### src/hw/looper_pkg.sv
`default_nettype none

package looper_pkg;

	localparam int WORD_W = 16;
	localparam int PREG_W = 6;
	localparam int ROB_IDX_W = 6;

	// shift amount is the low bits of operand 2
	localparam int SHAMT_W = 4;

	typedef logic [WORD_W-1:0] word_t;
	typedef logic [PREG_W-1:0] preg_t;
	typedef logic [ROB_IDX_W-1:0] rob_idx_t;

	typedef enum logic [2:0] {
		ALU_ADD = 3'd0,
		ALU_SUB = 3'd1,
		ALU_AND = 3'd2,
		ALU_OR  = 3'd3,
		ALU_XOR = 3'd4,
		ALU_SLL = 3'd5,
		ALU_SRL = 3'd6,
		// result is the immediate, registers ignored
		ALU_LDI = 3'd7
	} alu_mode_t;

endpackage

`default_nettype wire

### src/hw/mult_lane.sv
`timescale 1ns/1ps
`default_nettype none

module mult_lane (
	input  logic clk,
	input  logic rst,

	input  logic vld,
	input  looper_pkg::preg_t src1, src2, dst,
	input  logic reg_wrt,
	input  looper_pkg::rob_idx_t idx,

	output looper_pkg::preg_t rd1, rd2,
	input  looper_pkg::word_t rd1_data, rd2_data,

	output logic done_vld,
	output looper_pkg::rob_idx_t done_idx,
	output logic wrt_vld,
	output looper_pkg::preg_t wrt_pnum,
	output looper_pkg::word_t wrt_data
);

	import looper_pkg::*;

	localparam int HALF_W = WORD_W / 2;

	logic is_vld, rr_vld, ex_vld, mp_vld, wb_vld;
	preg_t is_src1, is_src2, is_dst, rr_src1, rr_src2, rr_dst;
	preg_t ex_dst, mp_dst, wb_dst;
	logic is_reg_wrt, rr_reg_wrt, ex_reg_wrt, mp_reg_wrt, wb_reg_wrt;
	rob_idx_t is_idx, rr_idx, ex_idx, mp_idx, wb_idx;
	word_t ex_op1, ex_op2, wb_data;

	// partial products, low half of op2 and high half of op2
	word_t mp_lo;
	logic [HALF_W-1:0] mp_hi;

	always_ff @(posedge clk) begin
		if (rst) begin
			is_vld <= 1'b0;
			rr_vld <= 1'b0;
			ex_vld <= 1'b0;
			mp_vld <= 1'b0;
			wb_vld <= 1'b0;
		end else begin
			is_vld <= vld;
			rr_vld <= is_vld;
			ex_vld <= rr_vld;
			mp_vld <= ex_vld;
			wb_vld <= mp_vld;
		end
	end

	always_ff @(posedge clk) begin
		{is_src1, is_src2, is_dst, is_reg_wrt, is_idx} <= {src1, src2, dst, reg_wrt, idx};
		{rr_src1, rr_src2} <= {is_src1, is_src2};
		{rr_dst, rr_reg_wrt, rr_idx} <= {is_dst, is_reg_wrt, is_idx};
		ex_op1 <= rd1_data;
		ex_op2 <= rd2_data;
		{ex_dst, ex_reg_wrt, ex_idx} <= {rr_dst, rr_reg_wrt, rr_idx};
		// only the low product bits survive, so the high half needs 8 bits
		mp_lo <= ex_op1 * ex_op2[HALF_W-1:0];
		mp_hi <= ex_op1[HALF_W-1:0] * ex_op2[WORD_W-1:HALF_W];
		{mp_dst, mp_reg_wrt, mp_idx} <= {ex_dst, ex_reg_wrt, ex_idx};
		wb_data <= mp_lo + {mp_hi, {HALF_W{1'b0}}};
		{wb_dst, wb_reg_wrt, wb_idx} <= {mp_dst, mp_reg_wrt, mp_idx};
	end

	assign rd1 = rr_src1;
	assign rd2 = rr_src2;

	assign done_vld = wb_vld;
	assign done_idx = wb_idx;
	assign wrt_vld = wb_vld & wb_reg_wrt;
	assign wrt_pnum = wb_dst;
	assign wrt_data = wb_data;

endmodule

`default_nettype wire

### config.mk
export PLATFORM = sky130hd
export DESIGN_NAME = mult_lane
export DESIGN_NICKNAME = d
export VERILOG_FILES = /design/src/hw/looper_pkg.sv /design/src/hw/mult_lane.sv
export SDC_FILE = /design/constraint.sdc
export NUM_CORES = 1
export LEC_CHECK = 0
export ABC_CLOCK_PERIOD_IN_PS = 6040
export BUFFER_PORTS_ARGS = -buffer_cell sky130_fd_sc_hd__buf_4
export CORE_ASPECT_RATIO = 2
export CORE_MARGIN = 2
export CORE_UTILIZATION = 40
export DETAILED_ROUTE_END_ITERATION = 8
export PLACE_DENSITY_LB_ADDON = 0.05
export SLEW_MARGIN = 20
export SYNTH_ARGS = -nofsm -noshare
export SYNTH_HDL_FRONTEND = slang
export SYNTH_SLANG_ARGS = --single-unit
### constraint.sdc
create_clock -name clk -period 6.04 [get_ports clk]
set_input_delay 0.604 -clock clk [delete_from_list [all_inputs] [get_ports clk]]
set_output_delay 0.604 -clock clk [all_outputs]
set_load 0.02 [all_outputs]
==> summary.txt <==
Clock tree
  • Number of CTS-inserted buffers: 17
  • Post-CTS Setup Inserts: 0
  • Clk sink count: between 150 and 200
  • Post-CTS Hold Buffers: 0
  • Clock transition at the registers of the reported paths: about 0.07 ns
  • Clk root buf: clkbuf_16
  • H-tree depth: 4
  • CTS max path bufs: 2
  • CTS resizes: 0
  • CTS tree: yes
  • Clock Latency Late Sink: 0.43 ns

Timing
  • Min Tclk post-route: 4.46 ns
  • Worst Tran Pin Value: 0.615 ns
  • RSZ-0062 raised after global routing: no
  • Final setup fails: 0
  • FMAX: 224 MHz
  • Final Skew: 0.0135 ns
  • Max transition margin: 0.590
  • Final setup margin: 1.58 ns
  • Final Hold Viols: 0
  • Final Slew Violations: 0
  • Setup tns final: 0 ns
  • Period utilization: 0.738
  • Worst hold slack: 0.271 ns

Run
  • Max-cap check violation count: 0

Layout
  • # fillers: about 1700
  • Layout cells sized above 1: 0.188
  • Diode count: 0
  • Total Nets Final: 934
  • Final design area excluding fillers: 8940 um^2
  • Fin util: 0.493
  • Non-filler cells, final: 983
  • Area grow syn2layout: 22.0%

Placed design
  • Placed cell areas: approximately 8300 um^2
  • Pre-CTS setup slack: 1.57 ns
  • PortBufs: 101
  • Placed cell count: 951
  • Final GP Congestion: roughly 0.84
  • DP Wirelength: 12.5 mm

Global route
  • First-pass GRT wire length: 24.8 mm
  • Initial antenna violation count: 0
  • Largest net degree at the start of global routing: 17
  • Vias in the first global route: 4997
  • Global route overflow: 0
  • GRT Util Overall: 0.171

Floorplanning
  • Chip Width: 99.7 um
  • Cell Rows: 70
  • Die ar.: roughly 19000 um^2
  • Die Y: 195 um
  • Initial Util: 0.404
  • Core area: 18100 um^2
  • I/O Pins: just over 100

Logic synthesis
  • Sequential-to-total area share from yosys stat: 0.453
  • Ys async rst share: 0
  • Synth top area share: 0.453
  • Flops & latches, synth: between 150 and 200
  • EDFF count, synth: 0
  • Library cells used by synthesis: 35
  • Mapped Area: 7330 um^2
  • Main flop type after synthesis: dfxtp_1
  • Syn Area/Cell: approximately 11 um^2
  • Leading cell types by count after synthesis: dfxtp_1 (166), inv_1 (101), and2_1 (73), fa_1 (73), nand2_1 (62)
  • Synth Instances: 648
  • Syn nets: 828
  • Most frequent cell after synthesis: dfxtp_1
  • Largest area contributor in the netlist: dfxtp_1
  • Synth top area cells: dfxtp_1 (45%), fa_1 (20%), ha_1 (8.0%), and2_1 (6.2%), inv_1 (5.2%)
  • Ys Warns: 0

Worst setup path
  • Startpoint Class: register
  • Critical path class: register to register
  • Crit-path max FO: 10
  • CP required: 6.35 ns
  • Crit path DAT: 4.76 ns
  • Critical Path End Type: register

Route
  • Final ANT Viol Nets: 0
  • Via count: 4508
  • Iter 0 DRT Violations: 80
  • First-pass DRT Iterations: 4
  • Drc violations: 0
  • DR WL/cell: 15.9 um
  • Detailed Route WL: 15.7 mm
  • Vias per cell: 4.59

Power and ir drop
  • Overall Power: 3.91 mW
  • Pwr per Cell Area: ~440 nW/um^2
  • Lkg Pwr: 4.28 nW
  • VDD IR max: 0.000187 V

Run status
  • Status: finished clean

Min path
  • HP Class: input port to register
[power by group]
group / leakage, nW / switching [mW] / internal [mW]
combinational: 2.56 / 0.744 / 0.659
clock: 0.317 / 0.462 / 0.688
sequential: 1.40 / 0.0855 / 1.27
total: 4.28 / 1.29 / 2.62
[area by class of cell]
type / count / area (um^2) / area share
Sequential cell: 166 / 3320 / 0.372
Clock buffer: 19 / 453 / 0.0506
Clock inverter: 13 / 186 / 0.0208
Multi-Input combinational cell: 367 / 3570 / 0.400
Inverter: 101 / 379 / 0.0424
Timing Repair Buffer: 101 / 758 / 0.0848
Tap cell: 216 / 270 / 0.0302
[sequential cells by signal, summed over array words and instances (netlist names), 8 cells and up]
signal	count
ex_op1	16
ex_op2	16
mp_hi	8
mp_lo	16
wrt_data	16
[worst max-delay path, cell delays in order (launching register included)]
cell and delay (ns):
dfxtp_1 0.48, and2_2 0.27, fa_1 0.57, inv_1 0.07, fa_1 0.58, inv_1 0.07, fa_1 0.53, inv_1 0.05
fa_1 0.54, inv_1 0.05, ha_1 0.35, or3_1 0.37, o21ai_0 0.15, a31oi_1 0.10, xnor2_1 0.15
[worst paths after layout]
| path | from | to | slack, ns | cells after the start |
|---|---|---|---|---|
| worst max-delay path | ex_op1[6] | mp_lo[15] | 1.58 | 14 |
| worst min-delay path | rd2_data[0] | ex_op2[0] | 0.27 | 1 |
| worst max register to register | ex_op1[6] | mp_lo[15] | 1.58 | 14 |
| worst min register to register | rr_idx[3] | ex_idx[3] | 0.32 | 0 |
[layer usage]
layer  global-route usage  share of wire  up-vias  wire length, um
li1                     -              -     2158                -
met1                0.156           0.34     2211             5330
met2                0.342           0.59      108             9230
met3               0.0308          0.030       31              475
met4               0.0873          0.039        0              616
met5                    0              0        -                0
[layout by cell type, fill, tap and decap left out, drive strengths merged, types with 2 or more instances in the layout]
cell,n
dfxtp,166
inv,106
buf,101
and2,77
fa,73
nand2,65
ha,47
xnor2,38
clkbuf,19
nor2,11
a21oi,10
nor2b,8
xor2,8
a21o,7
clkinv,5
o21a,4
o21ai,4
nand2b,3
bufinv,3
nor3,2
or3,2
o41ai,2
[logic make-up (layout without fill, tap and decap cells)]
logic type,Yosys count,after routing,synth area share
buffers and inverters,115,234,0.0595
XOR/XNOR,46,46,0.0570
flip-flops,166,166,0.453
AO/OA/AOI/OAI,33,33,0.0314
adder cells (fa/ha/maj),120,120,0.279
AND/OR/NAND/NOR,168,168,0.119
Power figures use the tool's default switching activity.
