$ cat src/hw/looper_pkg.sv
`default_nettype none

package looper_pkg;

	localparam int WORD_W = 16;
	localparam int PREG_W = 6;
	localparam int ROB_IDX_W = 6;

	// shift amount is the low bits of operand 2
	localparam int SHAMT_W = 4;

	typedef logic [WORD_W-1:0] word_t;
	typedef logic [PREG_W-1:0] preg_t;
	typedef logic [ROB_IDX_W-1:0] rob_idx_t;

	typedef enum logic [2:0] {
		ALU_ADD = 3'd0,
		ALU_SUB = 3'd1,
		ALU_AND = 3'd2,
		ALU_OR  = 3'd3,
		ALU_XOR = 3'd4,
		ALU_SLL = 3'd5,
		ALU_SRL = 3'd6,
		// result is the immediate, registers ignored
		ALU_LDI = 3'd7
	} alu_mode_t;

endpackage

`default_nettype wire

$ cat src/hw/alu_lane.sv
`timescale 1ns/1ps
`default_nettype none

module alu_lane (
	input  logic clk,
	input  logic rst,

	input  logic vld,
	input  looper_pkg::alu_mode_t mode,
	input  looper_pkg::preg_t src1, src2,
	input  looper_pkg::word_t imm,
	input  logic imm_vld,
	input  looper_pkg::preg_t dst,
	input  logic reg_wrt,
	input  looper_pkg::rob_idx_t idx,

	output looper_pkg::preg_t rd1, rd2,
	input  looper_pkg::word_t rd1_data, rd2_data,

	output logic done_vld,
	output looper_pkg::rob_idx_t done_idx,
	output logic wrt_vld,
	output looper_pkg::preg_t wrt_pnum,
	output looper_pkg::word_t wrt_data
);

	import looper_pkg::*;

	// issue stage
	logic is_vld, is_imm_vld, is_reg_wrt;
	alu_mode_t is_mode;
	preg_t is_src1, is_src2, is_dst;
	word_t is_imm;
	rob_idx_t is_idx;

	// register read stage
	logic rr_vld, rr_imm_vld, rr_reg_wrt;
	alu_mode_t rr_mode;
	preg_t rr_src1, rr_src2, rr_dst;
	word_t rr_imm;
	rob_idx_t rr_idx;

	// execute stage
	logic ex_vld, ex_imm_vld, ex_reg_wrt;
	alu_mode_t ex_mode;
	word_t ex_op1, ex_rt, ex_imm, ex_op2, ex_result;
	preg_t ex_dst;
	rob_idx_t ex_idx;
	logic [SHAMT_W-1:0] ex_shamt;

	// writeback stage
	logic wb_vld, wb_reg_wrt;
	preg_t wb_dst;
	rob_idx_t wb_idx;
	word_t wb_data;

	always_ff @(posedge clk) begin
		if (rst) begin
			is_vld <= 1'b0;
			rr_vld <= 1'b0;
			ex_vld <= 1'b0;
			wb_vld <= 1'b0;
		end else begin
			is_vld <= vld;
			rr_vld <= is_vld;
			ex_vld <= rr_vld;
			wb_vld <= ex_vld;
		end
	end

	always_ff @(posedge clk) begin
		{is_mode, is_src1, is_src2, is_imm} <= {mode, src1, src2, imm};
		{is_imm_vld, is_dst, is_reg_wrt, is_idx} <= {imm_vld, dst, reg_wrt, idx};
		{rr_mode, rr_src1, rr_src2, rr_imm} <= {is_mode, is_src1, is_src2, is_imm};
		{rr_imm_vld, rr_dst, rr_reg_wrt, rr_idx} <= {is_imm_vld, is_dst, is_reg_wrt, is_idx};
		// operands captured from the register file read
		ex_op1 <= rd1_data;
		ex_rt <= rd2_data;
		{ex_mode, ex_imm, ex_imm_vld} <= {rr_mode, rr_imm, rr_imm_vld};
		{ex_dst, ex_reg_wrt, ex_idx} <= {rr_dst, rr_reg_wrt, rr_idx};
		{wb_dst, wb_reg_wrt, wb_idx} <= {ex_dst, ex_reg_wrt, ex_idx};
		wb_data <= ex_result;
	end

	assign rd1 = rr_src1;
	assign rd2 = rr_src2;

	assign ex_op2 = ex_imm_vld ? ex_imm : ex_rt;
	assign ex_shamt = ex_op2[SHAMT_W-1:0];

	always_comb begin
		case (ex_mode)
			ALU_ADD: ex_result = ex_op1 + ex_op2;
			ALU_SUB: ex_result = ex_op1 - ex_op2;
			ALU_AND: ex_result = ex_op1 & ex_op2;
			ALU_OR:  ex_result = ex_op1 | ex_op2;
			ALU_XOR: ex_result = ex_op1 ^ ex_op2;
			ALU_SLL: ex_result = ex_op1 << ex_shamt;
			ALU_SRL: ex_result = ex_op1 >> ex_shamt;
			ALU_LDI: ex_result = ex_imm;
			default: ex_result = '0;
		endcase
	end

	assign done_vld = wb_vld;
	assign done_idx = wb_idx;
	assign wrt_vld = wb_vld & wb_reg_wrt;
	assign wrt_pnum = wb_dst;
	assign wrt_data = wb_data;

endmodule

`default_nettype wire

$ cat config.mk
export PLATFORM = sky130hd
export DESIGN_NAME = alu_lane
export DESIGN_NICKNAME = d
export VERILOG_FILES = /design/src/hw/looper_pkg.sv /design/src/hw/alu_lane.sv
export SDC_FILE = /design/constraint.sdc
export NUM_CORES = 1
export LEC_CHECK = 0
export ABC_CLOCK_PERIOD_IN_PS = 8350
export BUFFER_PORTS_ARGS = -buffer_cell sky130_fd_sc_hd__clkbuf_2
export CORE_ASPECT_RATIO = 0.6
export CORE_MARGIN = 1.5
export CORE_UTILIZATION = 40
export DETAILED_ROUTE_END_ITERATION = 7
export PLACE_DENSITY = 0.63
export SLEW_MARGIN = 20
export SYNTH_ARGS = -nofsm -noshare
export SYNTH_HDL_FRONTEND = slang
export SYNTH_SLANG_ARGS = --single-unit
$ cat constraint.sdc
create_clock -name clk -period 8.35 [get_ports clk]
set_input_delay 1.2525 -clock clk [delete_from_list [all_inputs] [get_ports clk]]
set_output_delay 1.2525 -clock clk [all_outputs]
set_load 0.02 [all_outputs]
==> metrics.cfg <==
[run_status]
status=completed

[clock_network]
cts_htree_levels=4
postCtsSetupBuffers=0
cts.clk_slew.worst_paths_ns=0.07
cts_resized=0
hold_buffers=0
root_buffer=clkbuf_16
cts_buffers=17
numClockSinks=188
worstSkewPairLatency_ns=0.43
cts_tree=built
cts_buffer_depth=2

[yosys]
synth_nets=835
ys.flop_type=dfxtp_1
netlist_instances=705
synth_seq_area_share_pct=50.8
syn_area_um2=7400
ys_warn_count=0
async_flop_share_pct=0
ys_types=58
syn_area_per_cell_um2=10.5
synth-seq-cells=188
synth_edf_count=0

[critical_path]
path_cells=buf_4, mux2i_4, ha_1, nand3_1, or2_2, a21oi_1, nor2_1, xnor2_1, ha_1, a21o_1, a21o_1, a21oi_1, o21ai_0, xnor2_1, o21ai_0
crit_family=compound AO/OA/AOI/OAI gates
required_ns=8.66
cp_max_fo=29
critPathBufInv=1
cpMaxStageDelayCell=mux2i_4
crit_arrival_ns=4.48
crit_path_end_kind=flop
slowest_delay_ns=0.84
startpoint_type=flop
worstSetupPathType=flop to flop

[die]
core_um2=18100
chipHeight_um=108
top_level_ports=122
dieArea_um2=19400
rows=38
initial_core_util_pct=40.9
die_w_um=179

[placement]
dp_hpwl_um=14100
gp_congestion=0.962
io_buffers=121
dp_slack_ns=4.30

[grt]
grt_first_pass_wirelength_um=29100
grt-ovfl-total=0
grt_use_total_pct=20.6
grt_max_degree=43
antenna_found_initial=0
first_global_vias=5015

[timing]
tns_ns=0
slew_headroom_pct=24.0
rsz0062_at_grt=false
hold_violations=0
clock_skew_ns=0.0112
period_share_pct=50.0
slew_violations=0
worst_pin_slew_ns=1.13
fin_crit_ns=4.17
post-route-worst-setup-slack_ns=4.18
holdWs_ns=0.321
fmax_ghz=0.240
setup_viol=0

[job]
max_cap_viol_count=0

[detailed_routing]
drt-total-wl_um=19200
dr.pass1.iters=7
drc=0
via_count=5581
drt_iter0_drc=598
wire_per_inst_um=17.9
detail-route-antenna-nets=0
via_per_inst=5.19

[worst_hold_path]
hp-class=flop to flop

[power]
vdd_ir_drop_max_uv=175
p_per_area_nw_per_um2=240
power_mw=2.11
p_leak_nw=4.01

[cells_and_area]
area_growth_pct=18.7
layout-drive-gt1-share_pct=21.2
n_antenna_cell=0
finish.net_count=952
fill_cells=1677

## layer usage
layer | share of wire [%] | wire (um) | vias up | track usage, %
met1 | 52 | 9910 | 2576 | 32.2
met3 | 12 | 2260 | 17 | 8.05
met5 | 0.37 | 72 | - | 2.86
li1 | - | - | 2712 | -
met4 | 0.79 | 151 | 2 | 4.29
met2 | 35 | 6820 | 274 | 25.1
## cells in the mapped netlist, drive strengths merged, types with 9 or more instances
library cell    n  area share, %
inv            38            2.0
xnor2          22            2.6
clkbuf         19           0.96
a21oi          42            2.8
buf            11           0.96
mux2i          60            8.6
nor3            9           0.68
ha             49            8.3
o21ai          37            2.5
nor2           39            2.0
dfxtp         188             51
nand2          60            3.0
nand3          11           0.74
## report_power, final
group / internal, mW / leakage (nW) / switching, mW / total [mW]
Combinational: 0.140 / 2.14 / 0.208 / 0.348
Clock: 0.403 / 0.284 / 0.366 / 0.768
Sequential: 0.955 / 1.59 / 0.0335 / 0.988
## sequential cells by signal, indices dropped and copies added, names as in the netlist, 3 cells and up
signal and count:
done_idx 6, ex_dst 6, ex_idx 6, ex_imm 16, ex_mode 3, ex_op1 16
ex_rt 16, is_dst 6, is_idx 6, is_imm 16, is_mode 3, is_src1 6
is_src2 6, rd1 6, rd2 6, rr_dst 6, rr_idx 6, rr_imm 16
rr_mode 3, wrt_data 16, wrt_pnum 6
## cells in the final DEF, fill, tap and decap left out, types with 7 or more instances in the layout
cell and instances:
mux4_2 7, xnor2_1 22, nand2_1 60, a21oi_1 42
ha_1 49, mux2i_1 56, o21ai_0 37, o22ai_1 7
nor3_1 8, nor2_1 39, clkbuf_2 121, buf_4 7
o221ai_1 8, inv_1 36, nand3_1 11, dfxtp_1 188
nor2b_1 8, clkbuf_16 17
## metrics by stage
step           util (%)  cell area [um^2]  instances
2_1_floorplan         -              7400        705
3_3_place_gp       45.4              8220       1043
3_5_place_dp       45.4              8220       1043
4_1_cts            48.5              8790       1075
5_1_grt            48.5              8790       1075
6_report           48.5              8790       1075
## final cells by class
type / instances / area [um^2] / area share (%)
tap: 240 / 300 / 3.42
multi-input combinational: 449 / 3350 / 38.1
inverter: 38 / 145 / 1.65
clock inverter: 13 / 125 / 1.42
sequential: 188 / 3760 / 42.8
timing repair buffer: 128 / 658 / 7.49
clock buffer: 19 / 443 / 5.04
## path summary, 6_finish.rpt
check / slack (ns) / start / cells past startpoint / endpoint
worst max register to register: 4.18 / ex_imm_vld / 15 / wrt_data[15]
worst min register to register: 0.32 / is_imm[12] / 0 / rr_imm[12]
worst max-delay path: 4.18 / ex_imm_vld / 15 / wrt_data[15]
worst min-delay path: 0.32 / is_imm[12] / 0 / rr_imm[12]
## cells by family after synthesis
group | count (synthesis) | synth area share [%]
xor+xnor | 27 | 3.19
compound gates | 157 | 13.9
fa+ha+maj | 50 | 8.55
buf+inv | 68 | 3.89
simple gates | 148 | 8.96
flops | 188 | 50.8
mux | 67 | 10.7
(Power assumes the default switching activity.)
